File: src/vmem_bus_pkg.sv
/*
 * Memory bus definitions for the vector memory unit
 * Address, word and line widths plus the derived select widths
 */

package vmem_bus_pkg;

  localparam int ADDR_WIDTH         = 32;   // Byte address
  localparam int WORD_WIDTH         = 32;   // Element container
  localparam int LINE_WIDTH_DEFAULT = 128;  // Memory line, 4 words
  localparam int BYTE_SEL_WIDTH     = $clog2(WORD_WIDTH / 8);  // Byte within word

  typedef logic [WORD_WIDTH-1:0] word_t;
  typedef logic [ADDR_WIDTH-1:0] addr_t;

  // Address bits that pick a word inside a line (line must hold 2+ words)
  function automatic int wsel_width(int line_width);
    return $clog2(line_width / WORD_WIDTH);
  endfunction

  // Width of an element index, never below one bit
  function automatic int lane_idx_width(int num_lanes);
    return (num_lanes > 1) ? $clog2(num_lanes) : 1;
  endfunction

endpackage

File: src/vmem_op_pkg.sv
/*
 * Vector memory op word layout
 * Field positions, pattern and size codes, field accessors
 */

package vmem_op_pkg;

  // Op word from high to low is pattern(2) size(2) signed(1) store(1)
  localparam int OP_WIDTH      = 6;
  localparam int OP_PAT_LSB    = 4;
  localparam int OP_SIZE_LSB   = 2;
  localparam int OP_SIGNED_BIT = 1;
  localparam int OP_STORE_BIT  = 0;

  typedef logic [OP_WIDTH-1:0] op_t;

  localparam logic [1:0] PAT_UNIT   = 2'd0;  // base + elem*bytes
  localparam logic [1:0] PAT_STRIDE = 2'd1;  // base + elem*stride*bytes
  localparam logic [1:0] PAT_INDEX  = 2'd2;  // base + vindex[elem]

  localparam logic [1:0] SIZE_BYTE = 2'd0;
  localparam logic [1:0] SIZE_HALF = 2'd1;
  localparam logic [1:0] SIZE_WORD = 2'd2;

  function automatic logic [1:0] op_pattern(op_t op);
    return op[OP_PAT_LSB +: 2];
  endfunction

  function automatic logic [1:0] op_size(op_t op);
    return op[OP_SIZE_LSB +: 2];
  endfunction

  function automatic logic op_signed(op_t op);
    return op[OP_SIGNED_BIT];
  endfunction

  function automatic logic op_store(op_t op);
    return op[OP_STORE_BIT];
  endfunction

  // log2 of element bytes, so bytes = 1 << size_shift
  function automatic logic [1:0] size_shift(logic [1:0] size);
    case (size)
      SIZE_BYTE: return 2'd0;
      SIZE_HALF: return 2'd1;
      SIZE_WORD: return 2'd2;
      default:   return 2'd2;  // Unused code treated as word
    endcase
  endfunction

endpackage

File: src/vmem_elem_if.sv
/*
 * Element bus between sequencer and address generator
 * Sequencer picks the element, generator returns its operands
 */

`timescale 1ns/100ps

interface vmem_elem_if #(
  parameter int NUM_LANES = 4
);

  // Driven by the sequencer
  logic                                                capture;  // Take new operands
  logic [vmem_bus_pkg::lane_idx_width(NUM_LANES)-1:0] elem;     // Current element
  logic                                                advance;  // Element finished
  vmem_op_pkg::op_t                                    op;       // Latched op word

  // Driven by the address generator
  logic                mask_bit;  // Mask of current element
  vmem_bus_pkg::addr_t addr;      // Byte address of current element
  vmem_bus_pkg::word_t wdata;     // Store data of current element

  modport ctrl (
    output capture, elem, advance, op,
    input  mask_bit, addr
  );

  modport gen (
    input  capture, elem, advance,
    output mask_bit, addr, wdata
  );

endinterface

File: src/vmem_ctrl.sv
/*
 * Vector memory sequencer
 * Walks the elements in order, skips masked ones and runs the
 * one-request-per-element memory handshake
 */

`timescale 1ns/100ps

module vmem_ctrl #(
  parameter int NUM_LANES = 4
) (
  input  logic                                                clk,
  input  logic                                                resetn,
  input  logic                                                start,
  input  vmem_op_pkg::op_t                                    op,
  output logic                                                busy,
  output logic                                                done,
  vmem_elem_if.ctrl                                           elem,
  output logic                                                dmem_en,
  output logic                                                dmem_we,
  input  logic                                                dmem_wait,
  output logic                                                load_take,  // Read data valid
  output logic [vmem_bus_pkg::lane_idx_width(NUM_LANES)-1:0] load_elem
);

  localparam int LANE_W = vmem_bus_pkg::lane_idx_width(NUM_LANES);

  localparam logic [1:0] S_IDLE   = 2'd0;
  localparam logic [1:0] S_REQ    = 2'd1;  // Request or skip current element
  localparam logic [1:0] S_RDATA  = 2'd2;  // Load data returning
  localparam logic [1:0] S_FINISH = 2'd3;  // Done pulse

  logic [1:0]       state;
  logic [LANE_W-1:0] elem_q;
  vmem_op_pkg::op_t op_q;
  logic             last_elem;
  logic             is_store;
  logic             accepted;
  logic             elem_end;

  assign last_elem = (elem_q == LANE_W'(NUM_LANES - 1));
  assign is_store  = vmem_op_pkg::op_store(op_q);
  assign accepted  = dmem_en && !dmem_wait;

  // Element ends on a mask skip, an accepted store or the load data cycle
  assign elem_end = (state == S_REQ && (!elem.mask_bit || (accepted && is_store)))
                    || (state == S_RDATA);

  assign elem.capture = start && (state == S_IDLE);
  assign elem.elem    = elem_q;
  assign elem.advance = elem_end;
  assign elem.op      = op_q;

  assign busy      = (state != S_IDLE);
  assign done      = (state == S_FINISH);
  assign dmem_en   = (state == S_REQ) && elem.mask_bit;  // Held until accepted
  assign dmem_we   = dmem_en && is_store;
  assign load_take = (state == S_RDATA);
  assign load_elem = elem_q;  // Element stays put through the data cycle

  always_ff @(posedge clk)
  begin
    if (!resetn)
    begin
      state  <= S_IDLE;
      elem_q <= '0;
      op_q   <= '0;
    end
    else
    begin
      case (state)
        S_IDLE:
          if (elem.capture)
          begin
            state  <= S_REQ;
            elem_q <= '0;
            op_q   <= op;
          end
        S_REQ, S_RDATA:
          if (elem_end)
          begin
            if (last_elem)
              state <= S_FINISH;
            else
            begin
              state  <= S_REQ;
              elem_q <= elem_q + 1'b1;
            end
          end
          else if (accepted)
            state <= S_RDATA;  // Load accepted, data next cycle
        default:
          state <= S_IDLE;  // FINISH, busy drops here
      endcase
    end
  end

  // Back-pressure must not disturb a pending request
  a_req_hold: assert property (@(posedge clk) disable iff (!resetn)
    dmem_en && dmem_wait |=> dmem_en && $stable(elem.addr) && $stable(dmem_we));

  a_done_idle_bus: assert property (@(posedge clk) disable iff (!resetn)
    !(done && dmem_en));

endmodule

File: src/vmem_addr_gen.sv
/*
 * Element address generator
 * Holds the instruction's vector operands and forms the address,
 * mask bit and store word of the selected element
 */

`timescale 1ns/100ps

module vmem_addr_gen #(
  parameter int NUM_LANES = 4
) (
  input  logic                                  clk,
  input  vmem_bus_pkg::addr_t                   base,
  input  vmem_bus_pkg::addr_t                   stride,      // In elements
  input  vmem_op_pkg::op_t                      op,
  input  logic [NUM_LANES-1:0]                  vmask,
  input  vmem_bus_pkg::word_t [NUM_LANES-1:0]   vindex,      // Byte offsets
  input  vmem_bus_pkg::word_t [NUM_LANES-1:0]   vwritedata,
  vmem_elem_if.gen                              elem
);

  vmem_bus_pkg::addr_t                 step;       // Byte step per element
  vmem_bus_pkg::addr_t                 base_q;
  vmem_bus_pkg::addr_t                 step_q;
  vmem_bus_pkg::addr_t                 offset_q;   // elem * step, kept by addition
  logic                                is_index_q;
  logic [NUM_LANES-1:0]                mask_q;
  vmem_bus_pkg::word_t [NUM_LANES-1:0] vindex_q;
  vmem_bus_pkg::word_t [NUM_LANES-1:0] wdata_q;

  // Element bytes scale both unit and strided steps
  always_comb
  begin
    case (vmem_op_pkg::op_pattern(op))
      vmem_op_pkg::PAT_UNIT:
        step = vmem_bus_pkg::addr_t'(1) << vmem_op_pkg::size_shift(vmem_op_pkg::op_size(op));
      vmem_op_pkg::PAT_STRIDE:
        step = stride << vmem_op_pkg::size_shift(vmem_op_pkg::op_size(op));
      default:
        step = '0;  // Indexed uses vindex instead
    endcase
  end

  always_ff @(posedge clk)
  begin
    if (elem.capture)
    begin
      base_q     <= base;
      step_q     <= step;
      offset_q   <= '0;
      is_index_q <= (vmem_op_pkg::op_pattern(op) == vmem_op_pkg::PAT_INDEX);
      mask_q     <= vmask;
      vindex_q   <= vindex;
      wdata_q    <= vwritedata;
    end
    else if (elem.advance)
      offset_q <= offset_q + step_q;  // Tracks elem, masked skips included
  end

  assign elem.mask_bit = mask_q[elem.elem];
  assign elem.wdata    = wdata_q[elem.elem];

  // Only elem changes during an element, so addr holds under wait
  assign elem.addr = is_index_q ? base_q + vindex_q[elem.elem]
                                : base_q + offset_q;

endmodule

File: src/vmem_store_align.sv
/*
 * Store data alignment
 * Puts a byte, halfword or word at its big-endian spot in the word,
 * then moves data and byte enables to the addressed word of the line
 */

`timescale 1ns/100ps

module vmem_store_align #(
  parameter int LINE_WIDTH = 128
) (
  input  vmem_bus_pkg::addr_t    addr,
  input  vmem_bus_pkg::word_t    wdata,           // Element in low bits
  input  logic [1:0]             size,
  output logic [LINE_WIDTH-1:0]   dmem_writedata,
  output logic [LINE_WIDTH/8-1:0] dmem_byteen
);

  localparam int WSEL_WIDTH = vmem_bus_pkg::wsel_width(LINE_WIDTH);
  localparam int EN_WIDTH   = LINE_WIDTH / 8;

  vmem_bus_pkg::word_t   word_data;
  logic [3:0]            word_en;    // Bit 3 is byte 0, bits 31:24
  logic [WSEL_WIDTH-1:0] wsel;

  assign wsel = addr[vmem_bus_pkg::BYTE_SEL_WIDTH +: WSEL_WIDTH];

  always_comb
  begin
    case (size)
      vmem_op_pkg::SIZE_BYTE:
      begin
        word_data = {wdata[7:0], 24'h0} >> {addr[1:0], 3'b000};
        word_en   = 4'b1000 >> addr[1:0];
      end
      vmem_op_pkg::SIZE_HALF:
      begin
        word_data = {wdata[15:0], 16'h0} >> {addr[1], 4'b0000};  // addr[0] ignored
        word_en   = addr[1] ? 4'b0011 : 4'b1100;
      end
      default:
      begin
        word_data = wdata;  // Whole word
        word_en   = 4'b1111;
      end
    endcase
  end

  // Word 0 of the line sits in the low bits
  assign dmem_writedata = LINE_WIDTH'(word_data) << (wsel * vmem_bus_pkg::WORD_WIDTH);
  assign dmem_byteen    = EN_WIDTH'(word_en) << (wsel * 4);

endmodule

File: src/vmem_load_align.sv
/*
 * Load data alignment and result write
 * Picks the word from the line, pulls out the element, extends it
 * and writes it to its result lane with a one-cycle enable
 */

`timescale 1ns/100ps

module vmem_load_align #(
  parameter int NUM_LANES  = 4,
  parameter int LINE_WIDTH = 128
) (
  input  logic                                                clk,
  input  logic                                                resetn,
  input  logic                                                load_take,
  input  logic [vmem_bus_pkg::lane_idx_width(NUM_LANES)-1:0] load_elem,
  input  vmem_bus_pkg::addr_t                                 addr,
  input  vmem_op_pkg::op_t                                    op,
  input  logic [LINE_WIDTH-1:0]                               dmem_readdata,
  output vmem_bus_pkg::word_t [NUM_LANES-1:0]                 voutput,
  output logic [NUM_LANES-1:0]                                voutput_we
);

  localparam int WSEL_WIDTH = vmem_bus_pkg::wsel_width(LINE_WIDTH);

  logic [WSEL_WIDTH-1:0] wsel;
  vmem_bus_pkg::word_t   rword;
  vmem_bus_pkg::word_t   byte_sh;   // Addressed byte moved to 31:24
  vmem_bus_pkg::word_t   half_sh;   // Addressed halfword moved to 31:16
  vmem_bus_pkg::word_t   result;
  logic                  sext;

  assign wsel    = addr[vmem_bus_pkg::BYTE_SEL_WIDTH +: WSEL_WIDTH];
  assign rword   = dmem_readdata[wsel * vmem_bus_pkg::WORD_WIDTH +: vmem_bus_pkg::WORD_WIDTH];
  assign byte_sh = rword << {addr[1:0], 3'b000};
  assign half_sh = rword << {addr[1], 4'b0000};
  assign sext    = vmem_op_pkg::op_signed(op);

  always_comb
  begin
    case (vmem_op_pkg::op_size(op))
      vmem_op_pkg::SIZE_BYTE:
        result = {{24{sext & byte_sh[31]}}, byte_sh[31:24]};
      vmem_op_pkg::SIZE_HALF:
        result = {{16{sext & half_sh[31]}}, half_sh[31:16]};
      default:
        result = rword;
    endcase
  end

  always_ff @(posedge clk)
  begin
    if (!resetn)
    begin
      voutput    <= '0;
      voutput_we <= '0;
    end
    else
    begin
      voutput_we <= '0;  // Single-cycle pulse
      if (load_take)
      begin
        voutput[load_elem]    <= result;  // Lane keeps value afterwards
        voutput_we[load_elem] <= 1'b1;
      end
    end
  end

  // One element per request, so at most one lane written at a time
  a_we_onehot: assert property (@(posedge clk) disable iff (!resetn)
    $onehot0(voutput_we));

endmodule

File: src/vmem_unit.sv
/*
 * Vector memory unit
 * Unit, strided and indexed loads and stores, one element per
 * memory request, over a line-wide cache port with wait
 */

`timescale 1ns/100ps

module vmem_unit #(
  parameter int NUM_LANES  = 4,
  parameter int LINE_WIDTH = vmem_bus_pkg::LINE_WIDTH_DEFAULT
) (
  input  logic                                clk,
  input  logic                                resetn,
  // Instruction
  input  logic                                start,
  input  vmem_op_pkg::op_t                    op,
  input  vmem_bus_pkg::addr_t                 base,
  input  vmem_bus_pkg::addr_t                 stride,
  input  logic [NUM_LANES-1:0]                vmask,
  input  vmem_bus_pkg::word_t [NUM_LANES-1:0] vindex,
  input  vmem_bus_pkg::word_t [NUM_LANES-1:0] vwritedata,
  output logic                                busy,
  // Results
  output vmem_bus_pkg::word_t [NUM_LANES-1:0] voutput,
  output logic [NUM_LANES-1:0]                voutput_we,
  output logic                                done,
  // Memory port
  output logic                                dmem_en,
  output logic                                dmem_we,
  output vmem_bus_pkg::addr_t                 dmem_address,
  output logic [LINE_WIDTH/8-1:0]             dmem_byteen,
  output logic [LINE_WIDTH-1:0]               dmem_writedata,
  input  logic [LINE_WIDTH-1:0]               dmem_readdata,
  input  logic                                dmem_wait
);

  logic                                                load_take;
  logic [vmem_bus_pkg::lane_idx_width(NUM_LANES)-1:0] load_elem;

  vmem_elem_if #(.NUM_LANES(NUM_LANES)) elem_bus ();

  assign dmem_address = elem_bus.addr;  // Element address goes straight out

  vmem_ctrl #(.NUM_LANES(NUM_LANES)) u_ctrl (
    .clk       (clk),
    .resetn    (resetn),
    .start     (start),
    .op        (op),
    .busy      (busy),
    .done      (done),
    .elem      (elem_bus.ctrl),
    .dmem_en   (dmem_en),
    .dmem_we   (dmem_we),
    .dmem_wait (dmem_wait),
    .load_take (load_take),
    .load_elem (load_elem)
  );

  vmem_addr_gen #(.NUM_LANES(NUM_LANES)) u_addr_gen (
    .clk        (clk),
    .base       (base),
    .stride     (stride),
    .op         (op),
    .vmask      (vmask),
    .vindex     (vindex),
    .vwritedata (vwritedata),
    .elem       (elem_bus.gen)
  );

  vmem_store_align #(.LINE_WIDTH(LINE_WIDTH)) u_store_align (
    .addr           (elem_bus.addr),
    .wdata          (elem_bus.wdata),
    .size           (vmem_op_pkg::op_size(elem_bus.op)),
    .dmem_writedata (dmem_writedata),
    .dmem_byteen    (dmem_byteen)
  );

  vmem_load_align #(.NUM_LANES(NUM_LANES), .LINE_WIDTH(LINE_WIDTH)) u_load_align (
    .clk           (clk),
    .resetn        (resetn),
    .load_take     (load_take),
    .load_elem     (load_elem),
    .addr          (elem_bus.addr),
    .op            (elem_bus.op),   // Latched copy, valid for the whole op
    .dmem_readdata (dmem_readdata),
    .voutput       (voutput),
    .voutput_we    (voutput_we)
  );

endmodule

File: config.mk
export PLATFORM = sky130hd
export DESIGN_NAME = vmem_unit
export DESIGN_NICKNAME = d
export VERILOG_FILES = /design/src/vmem_bus_pkg.sv /design/src/vmem_op_pkg.sv /design/src/vmem_elem_if.sv /design/src/vmem_ctrl.sv /design/src/vmem_addr_gen.sv /design/src/vmem_store_align.sv /design/src/vmem_load_align.sv /design/src/vmem_unit.sv
export SDC_FILE = /design/constraint.sdc
export NUM_CORES = 1
export LEC_CHECK = 0
export BUFFER_PORTS_ARGS = -buffer_cell sky130_fd_sc_hd__buf_2
export CAP_MARGIN = 5
export CORE_AREA = 2 2 299 301
export CTS_CLUSTER_SIZE = 10
export DETAILED_ROUTE_END_ITERATION = 10
export DIE_AREA = 0 0 301 303
export PLACE_DENSITY_LB_ADDON = 0.12
export SYNTH_ARGS = -nofsm -noshare
export SYNTH_HDL_FRONTEND = slang
export SYNTH_HIERARCHICAL = 1
export SYNTH_SLANG_ARGS = --single-unit
File: constraint.sdc
create_clock -name clk -period 8.5 [get_ports clk]
set_input_delay 1.275 -clock clk [delete_from_list [all_inputs] [get_ports clk]]
set_output_delay 1.275 -clock clk [all_outputs]
set_load 0.01 [all_outputs]
# --- Word-level counts from Yosys, hierarchy flattened ---
# Cells that the tools add are included.
word_totals:
  reg_bits: 497
  input_bits: 462
  output_inout_bits: 312
  elab_cells: 102
op_classes:
  add_sub_neg: 4
  magnitude_cmp: 2
  n_eq_ne: 12
  shifts: 10
  muxes: 29
  n_bitwise: 2
  n_reduce_logical: 22
ops:
  columns: ["cell", "n"]
  rows:
  - ["one-hot mux 32 bit (2 select lines)", 3]
  - ["binary-select mux 32 bit (select 2 bit)", 2]
  - ["bitwise mux 128 bit", 1]
  - ["two-way mux 32 bit", 4]
  - ["indexed part select 128 x 8 -> 32 bit", 1]
  - ["<< shifter 32 x 7 -> 128 bit", 1]
  - ["adder 32 bit", 3]
  - ["demux 32 bit (select 2 bit)", 1]
  - ["<< shifter 32 x 5 -> 32 bit", 2]
  - [">> shifter 32 x 5 -> 32 bit", 2]
  - ["<< shifter 1 x 2 -> 32 bit, first input constant", 1]
  - ["<< shifter 32 x 2 -> 32 bit", 1]
  - ["two-way mux 2 bit", 9]
  - ["<< shifter 4 x 4 -> 16 bit", 1]
  - ["one-hot mux 2 bit (2 select lines)", 3]
  - ["equality test 2 x 1 -> 1 bit, second input constant", 4]
  - ["equality test 2 bit, second input constant", 4]
  - ["logical NOT 2 bit", 4]
  - ["one-hot mux 4 bit (2 select lines)", 1]
  - ["logical AND 1 bit", 7]
  - ["!= test 2 bit, second input constant", 3]
  - ["AND reduction 2 bit", 3]
  - ["two-way mux 4 bit", 1]
  - ["AND reduction 4 bit", 1]
  - ["other kinds (13)", 18]

# --- Logic depth before layout (Yosys ltp) ---
# Gate-level depths: netlist of the first run.
depth:
  ltp_word: 10
  depth_mapped: 15
  mapped_depth_nobuf: 12

# --- Hierarchy ---
# The synthesis of the first run kept the hierarchy.
modules_own_cells:
  columns: ["module", "n_inst", "cells_per_inst", "area_each_um2", "seq_area_each_um2"]
  rows:
  - ["vmem_addr_gen", 1, 1142, 16928.7, 10400.0]
  - ["vmem_load_align", 1, 656, 6070.8, 2642.5]
  - ["vmem_store_align", 1, 260, 1591.5, 0.0]
  - ["vmem_ctrl", 1, 72, 593.1, 200.2]

# --- Worst setup path after synthesis of the first run ---
# OpenSTA, ideal clock, no wires.
synth_path:
  path_kind: "input port to flip-flop"
  start: "in start"
  end: "reg u_addr_gen.offset_q[11]"
  setup_time_ns: 0.128
  arrival_time_ns: 6.359
  required_time_ns: 8.372
  slack_ns: 2.014
  cell_stages: 6
  n_path_buf: 3
  path_cell_list: "nand2_1 > inv_2 > clkbuf_8 > clkbuf_1 > buf_1 > nor2_1"
synth_via:
  elab_chain_cells: 1
synth_rtl:
  columns: ["element", "line", "text"]
  rows:
  - ["start: declaration", "vmem_unit.sv:16", "input logic start,"]
  - ["logical AND 1 bit", "vmem_ctrl.sv:49", "assign elem.capture = start && (state == S_IDLE);"]
  - ["via elem_bus.capture", "vmem_elem_if.sv:13", "logic capture;"]
  - ["end signal: assignment", "vmem_addr_gen.sv:57", "offset_q <= offset_q + step_q;"]
  - ["end: declaration", "vmem_addr_gen.sv:25", "vmem_bus_pkg::addr_t offset_q;"]
# The timed path passes the listed nets, and every way through them passes these cells.
# A chain may end at the register's enable or synchronous reset.

# --- Final worst setup path of the first run ---
layout_path:
  start: "reg u_ctrl.elem_q[0], in the netlist u_ctrl/elem.elem[0]"
  end: "out dmem_writedata[83]"
layout_via:
  elab_chain_cells: 7
layout_rtl:
  columns: ["element", "line", "text"]
  rows:
  - ["start: declaration", "vmem_ctrl.sv:34", "logic [LANE_W-1:0] elem_q;"]
  - ["start signal: assignment", "vmem_ctrl.sv:87", "elem_q <= elem_q + 1'b1;"]
  - ["binary-select mux 32 bit (select 2 bit)", "vmem_addr_gen.sv:64", "assign elem.addr = is_index_q ? base_q + vindex_q[elem.elem]"]
  - ["two-way mux 32 bit (not written as such)", "vmem_addr_gen.sv:64", null]
  - ["adder 32 bit", "vmem_addr_gen.sv:64", null]
  - ["two-way mux 32 bit", "vmem_addr_gen.sv:64", null]
  - [">> shifter 32 x 5 -> 32 bit, on equally long branches", "vmem_store_align.sv:38, vmem_store_align.sv:33", null]
  - ["one-hot mux 32 bit (2 select lines)", "vmem_store_align.sv:30", "case (size)"]
  - ["<< shifter 32 x 7 -> 128 bit (*)", "vmem_store_align.sv:50", "assign dmem_writedata = LINE_WIDTH'(word_data) << (wsel * vmem_bus_pkg::WORD_WIDTH);"]
  - ["end: declaration", "vmem_unit.sv:33", "output logic [LINE_WIDTH-1:0] dmem_writedata,"]
# Every way passes the cells marked *; elsewhere a longest branch is shown, timed or not. The select of a mux whose other input is x is not followed.

==> out/qor.csv, run 1 <==
metric;value;unit
cts_num_sinks;497;
clk_latency;630;ps
routabilityCongestion;0.905;
path_clk_slew;60;ps
gr-total-overflow;0;
die_area;91200;um2
drv_slew;0;
grtUsageTotal;20.9;%
ant_nets;0;
finalWorstSetupSlack;1960;ps
finalClockSkew;22.8;ps
nFillCells;8836;
fin_area;31900;um2
design.core.area;88000;um2
ctsResizeCount;0;
crit_required;7220;ps
arrival;5270;ps
cts_tree;done;
fmax;153;MHz
grt_pass1_wl;141000;um
cts_setup_buffers;0;
relSlewSlack;21.4;%
fin_util;36.3;%
setup_tns;0;ps
layout_commonest_cell;buf_2;
wl_per_cell;24.8;um
hold_path_class;reg2reg;
portBuffers;773;
vias_per_cell;5.20;
drive_above_1_share;38.1;%
h-tree-depth;2;
fin_crit_sh;77.0;%
hpwl;76600;um
pre_cts_ws;2410;ps
critPathCaptureType;output port;
irDropWorstVdd;0.235;mV
status;completed;
cts_buffers;60;
syn_inst;2122;
tightestPinTransition;1180;ps
die_h;303;um
drv_cap;0;
cp_max_fo;58;
fin_nets;3366;
area_growth;27.0;%
most-common-layout-cells;772 x buf_2, 325 x edfxtp_1, 190 x nor2_1, 168 x dfxtp_1, 128 x o21ai_0;
route.detailed.drc;0;
synth_area;25100;um2
vias;21079;
avgSynthCellArea;11.8;um2
ys_warn_count;6;
hold_viol;0;
cts-root-buf;clkbuf_16;
antenna_found_initial;26;
drtIter0Drc;1806;
power.density;367;nW/um2
fin_crit;6540;ps
rsz0062_at_grt;false;
setup_viol;0;
total_power;11.7;mW
chipWidth;301;um
wirelength;100000;um
placed_cell_area;30000;um2
drt_first_pass_iters;6;
p_leak;13.1;nW
initial_core_util;28.6;%
syn_nets;2653;
rows;109;
cp-start-kind;flip-flop;
clockBufferDepth;3;
cts-hold-fix-buffers;0;
grt_max_degree;185;
io_pins;774;
grt_pass1_vias;20902;
critPathKind;reg2out;
==> flip-flops by register name, indices dropped and copies added (netlist names), 32 cells and up <==
| register | cells |
|---|---|
| u_addr_gen/step_q | 32 |
| u_addr_gen/wdata_q | 128 |
| u_load_align/voutput | 128 |
| u_addr_gen/offset_q | 32 |
| u_addr_gen/vindex_q | 128 |
| u_addr_gen/base_q | 32 |
==> critical path, cell delays in order (launching register included) <==
cell and delay, ps:
dfxtp_4 830, mux4_2 590, mux2_2 280, ha_1 220
fa_1 470, xor2_4 200, buf_4 650, nand2b_1 190
buf_4 370, nand2b_1 400, o22ai_1 200, buf_2 180
==> cell type report <==
| class | instances | area (um2) | share of cell area (%) |
|---|---|---|---|
| clock inverters | 12 | 166 | 0.522 |
| clock buffers | 97 | 1700 | 5.34 |
| well taps | 1165 | 1460 | 4.57 |
| diodes | 7 | 17.5 | 0.0549 |
| flip-flops and latches | 497 | 13200 | 41.4 |
| multi-input cells | 1446 | 11200 | 35.0 |
| repair buffers | 794 | 4040 | 12.7 |
| inverters | 36 | 143 | 0.447 |
==> metal layers <==
| layer | share of wire [%] | track usage, % | wire, um | vias up |
|---|---|---|---|---|
| li1 | - | - | - | 9653 |
| met1 | 41 | 26.5 | 40900 | 10295 |
| met3 | 7.6 | 4.94 | 7630 | 177 |
| met5 | 0.16 | 0 | 165 | - |
| met4 | 2.8 | 6.22 | 2800 | 26 |
| met2 | 49 | 35.2 | 48800 | 928 |
==> final timing paths <==
check                                start                  endpoint  slack, ps  cells after the start
setup / recovery       u_ctrl/elem.elem[0]        dmem_writedata[83]       1960                     11
hold / removal    u_load_align/voutput[65]  u_load_align/voutput[65]        480                      2
setup reg to reg       u_ctrl/elem.elem[0]  u_load_align/voutput[53]       3030                     12
hold reg to reg   u_load_align/voutput[65]  u_load_align/voutput[65]        480                      2
==> power by group <==
group,switching (mW),internal (mW),leakage (nW)
sequential,0.242,3.21,4.52
clock,1.01,1.48,0.905
combinational,3.79,1.98,7.67
total,5.05,6.67,13.1
==> through the flow <==
stage                     instances  hold slack, ps
after global routing           4053             497
final                          4054             480
after detailed placement       3938             465
after global placement         3938             466
after floorplan                2122             456
after CTS                      4047             479
No activity file was read; power rests on OpenSTA's default activity.
==> run 2, diff against run 1 <==
--- a/config.mk
+++ b/config.mk
@@ -7,10 +7,10 @@
 export LEC_CHECK = 0
 export BUFFER_PORTS_ARGS = -buffer_cell sky130_fd_sc_hd__buf_2
 export CAP_MARGIN = 5
-export CORE_AREA = 2 2 299 301
+export CORE_AREA = 2 2 306 308
 export CTS_CLUSTER_SIZE = 10
 export DETAILED_ROUTE_END_ITERATION = 10
-export DIE_AREA = 0 0 301 303
+export DIE_AREA = 0 0 308 310
 export PLACE_DENSITY_LB_ADDON = 0.12
 export SYNTH_ARGS = -nofsm -noshare
 export SYNTH_HDL_FRONTEND = slang
==> constraint.sdc (replaced) <==
create_clock -name clk -period 5.9 [get_ports clk]
set_input_delay 0.885 -clock clk [delete_from_list [all_inputs] [get_ports clk]]
set_output_delay 0.885 -clock clk [all_outputs]
set_load 0.01 [all_outputs]
==> out/qor.csv, run 2 (synthesized netlist as in run 1, its figures left out) <==
metric;value;unit;change
status;completed;;
cp_max_fo;33;;-43%
min_from;base[12];;
antenna_found_initial;36;;+38%
finalClockSkew;23.7;ps;+0.922 ps
rrSetupSlack;960;ps;-2070 ps
reg2reg_from;u_ctrl/elem.elem[1];;
cts_num_sinks;497;;unchanged
hold_end;u_addr_gen/base_q[12];;
p_leak;13.2;nW;+0.55%
cpPeakStageDelay;700;ps;-130 ps
drtIter0Drc;1709;;-5.4%
top_regs;u_addr_gen/vindex_q x128, u_addr_gen/wdata_q x128, u_load_align/voutput x128;;
hold_viol;0;;unchanged
setup_viol;0;;unchanged
cts-root-buf;clkbuf_16;;
crit_slowest_cell;dfxtp_4;;
h-tree-depth;2;;unchanged
fin_nets;3381;;+0.45%
crit_required;5020;ps;-2200 ps
path_buf_inv;1;;-2
area_growth;27.7;%;
die_h;310;um;+2.3%
wirelength;105000;um;+4.5%
placed_cell_area;30100;um2;+0.35%
crit_chain;mux4_2, mux2_2, ha_1, a211oi_1, nor2_1, o22ai_1, a32oi_2, a21oi_2, o21ai_2, a311oi_2, xnor2_1, buf_2;;
cp-start-kind;flip-flop;;
r2r_cells;13;;+1
cts_tree;done;;
drive_above_1_share;38.6;%;+0.49 points
layout_commonest_cell;buf_2;;
nFillCells;9367;;+6.0%
fin_crit;5640;ps;
design.core.area;92500;um2;+5.1%
setup_tns;0;ps;unchanged
fmax;177;MHz;
cts_buffers;61;;+1.7%
hold_path_class;in2reg;;
relSlewSlack;28.8;%;+7.4 points
path_clk_slew;60;ps;about the same
rr_endpoint;u_load_align/voutput[21];;
ant_nets;0;;unchanged
io_pins;774;;unchanged
grt_pass1_vias;20914;;+0.057%
portBuffers;773;;unchanged
drt_first_pass_iters;6;;unchanged
fin_crit_sh;95.5;%;
hold_ws;425;ps;-54.7 ps
grt_pass1_wl;145000;um;+2.7%
grtUsageTotal;20.7;%;-0.12 points
critPathKind;reg2out;;
clk_latency;640;ps;about the same
rows;112;;+2.8%
gr-total-overflow;0;;unchanged
vias_per_cell;5.17;;-0.60%
initial_core_util;27.2;%;-1.4 points
grt_max_degree;178;;-3.8%
drv_slew;0;;unchanged
drv_cap;0;;unchanged
tightestPinTransition;1070;ps;-113 ps
routabilityCongestion;0.902;;-0.34%
irDropWorstVdd;0.341;mV;+45%
fin_area;32100;um2;+0.55%
power.density;534;nW/um2;+45%
arrival;4750;ps;-520 ps
rsz0062_at_grt;false;;
die_area;95500;um2;+4.7%
crit_family;compound AO/OA/AOI/OAI gates;;
total_power;17.1;mW;+46%
critPathCaptureType;output port;;
hpwl;80800;um;+5.5%
clockBufferDepth;3;;unchanged
vias;21232;;+0.73%
hold_depth;1;;-1
route.detailed.drc;0;;unchanged
wl_per_cell;25.5;um;+3.1%
most-common-layout-cells;772 x buf_2, 325 x edfxtp_1, 190 x nor2_1, 168 x dfxtp_1, 128 x o21ai_0;;
chipWidth;308;um;+2.3%
==> run 2: cell types whose count changed in the layout (fill, tap and decap cells not counted), moves of 2 or more <==
cell,before,now
buf_4,21,35
bufinv_16,4,2
clkbuf_1,32,26
clkbuf_16,61,64
diode_2,7,19
==> run 2: final cells by class <==
| class | count | area (um2) | area share [%] |
|---|---|---|---|
| Antenna cell | 19 | 47.5 | 0.148 |
| Clock buffer | 93 | 1730 | 5.39 |
| Clock inverter | 12 | 118 | 0.367 |
| Inverter | 36 | 151 | 0.472 |
| Multi-Input combinational cell | 1446 | 11200 | 34.8 |
| Sequential cell | 497 | 13200 | 41.2 |
| Tap cell | 1197 | 1500 | 4.67 |
| Timing Repair Buffer | 808 | 4150 | 12.9 |
==> run 2: repair_timing <==
action | in CTS | in global routing
hold buffers | 0 | 0
gates cloned | 0 | 0
endpoints found under the setup margin | 2 | 4
resized for setup | 1 | 0
setup buffers | 0 | 5
==> run 2: worst max path at each step <==
stage	from	endpoint	slack (ps)	depth (start not counted)
after detailed placement	u_ctrl/elem.elem[0]	dmem_address[22]	710	11
after global placement	u_ctrl/elem.elem[0]	dmem_address[22]	760	11
final	u_ctrl/elem.elem[1]	dmem_address[25]	260	12
after global routing	u_ctrl/elem.elem[1]	dmem_address[25]	30	12
after floorplan	u_ctrl/elem.elem[0]	dmem_address[25]	1410	13
after CTS	u_ctrl/elem.elem[0]	dmem_address[30]	110	13
==> run 2: metrics by stage <==
step / utilization [%] / worst slack (ps) / cells
after CTS: 34.6 / 115 / 4084
after floorplan: - / 1410 / 2122
after global routing: 34.6 / 29.9 / 4099
after global placement: 32.6 / 758 / 3979
after detailed placement: 32.6 / 705 / 3979
final: 34.7 / 263 / 4108
==> run 2: metal layers <==
metal	up-vias	share of wire (%)	GRT usage, %
li1	9688	-	-
met1	10425	41	25.7
met2	911	48	34.1
met3	184	8.5	6.18
met4	24	3.3	7.78
met5	-	0.14	0
==> run 2: report_power, final <==
part | internal [mW] | total, mW | switching [mW]
Sequential | 4.61 | 4.96 | 0.343
Clock | 2.08 | 3.58 | 1.50
Combinational | 2.92 | 8.58 | 5.66
Total | 9.61 | 17.1 | 7.50
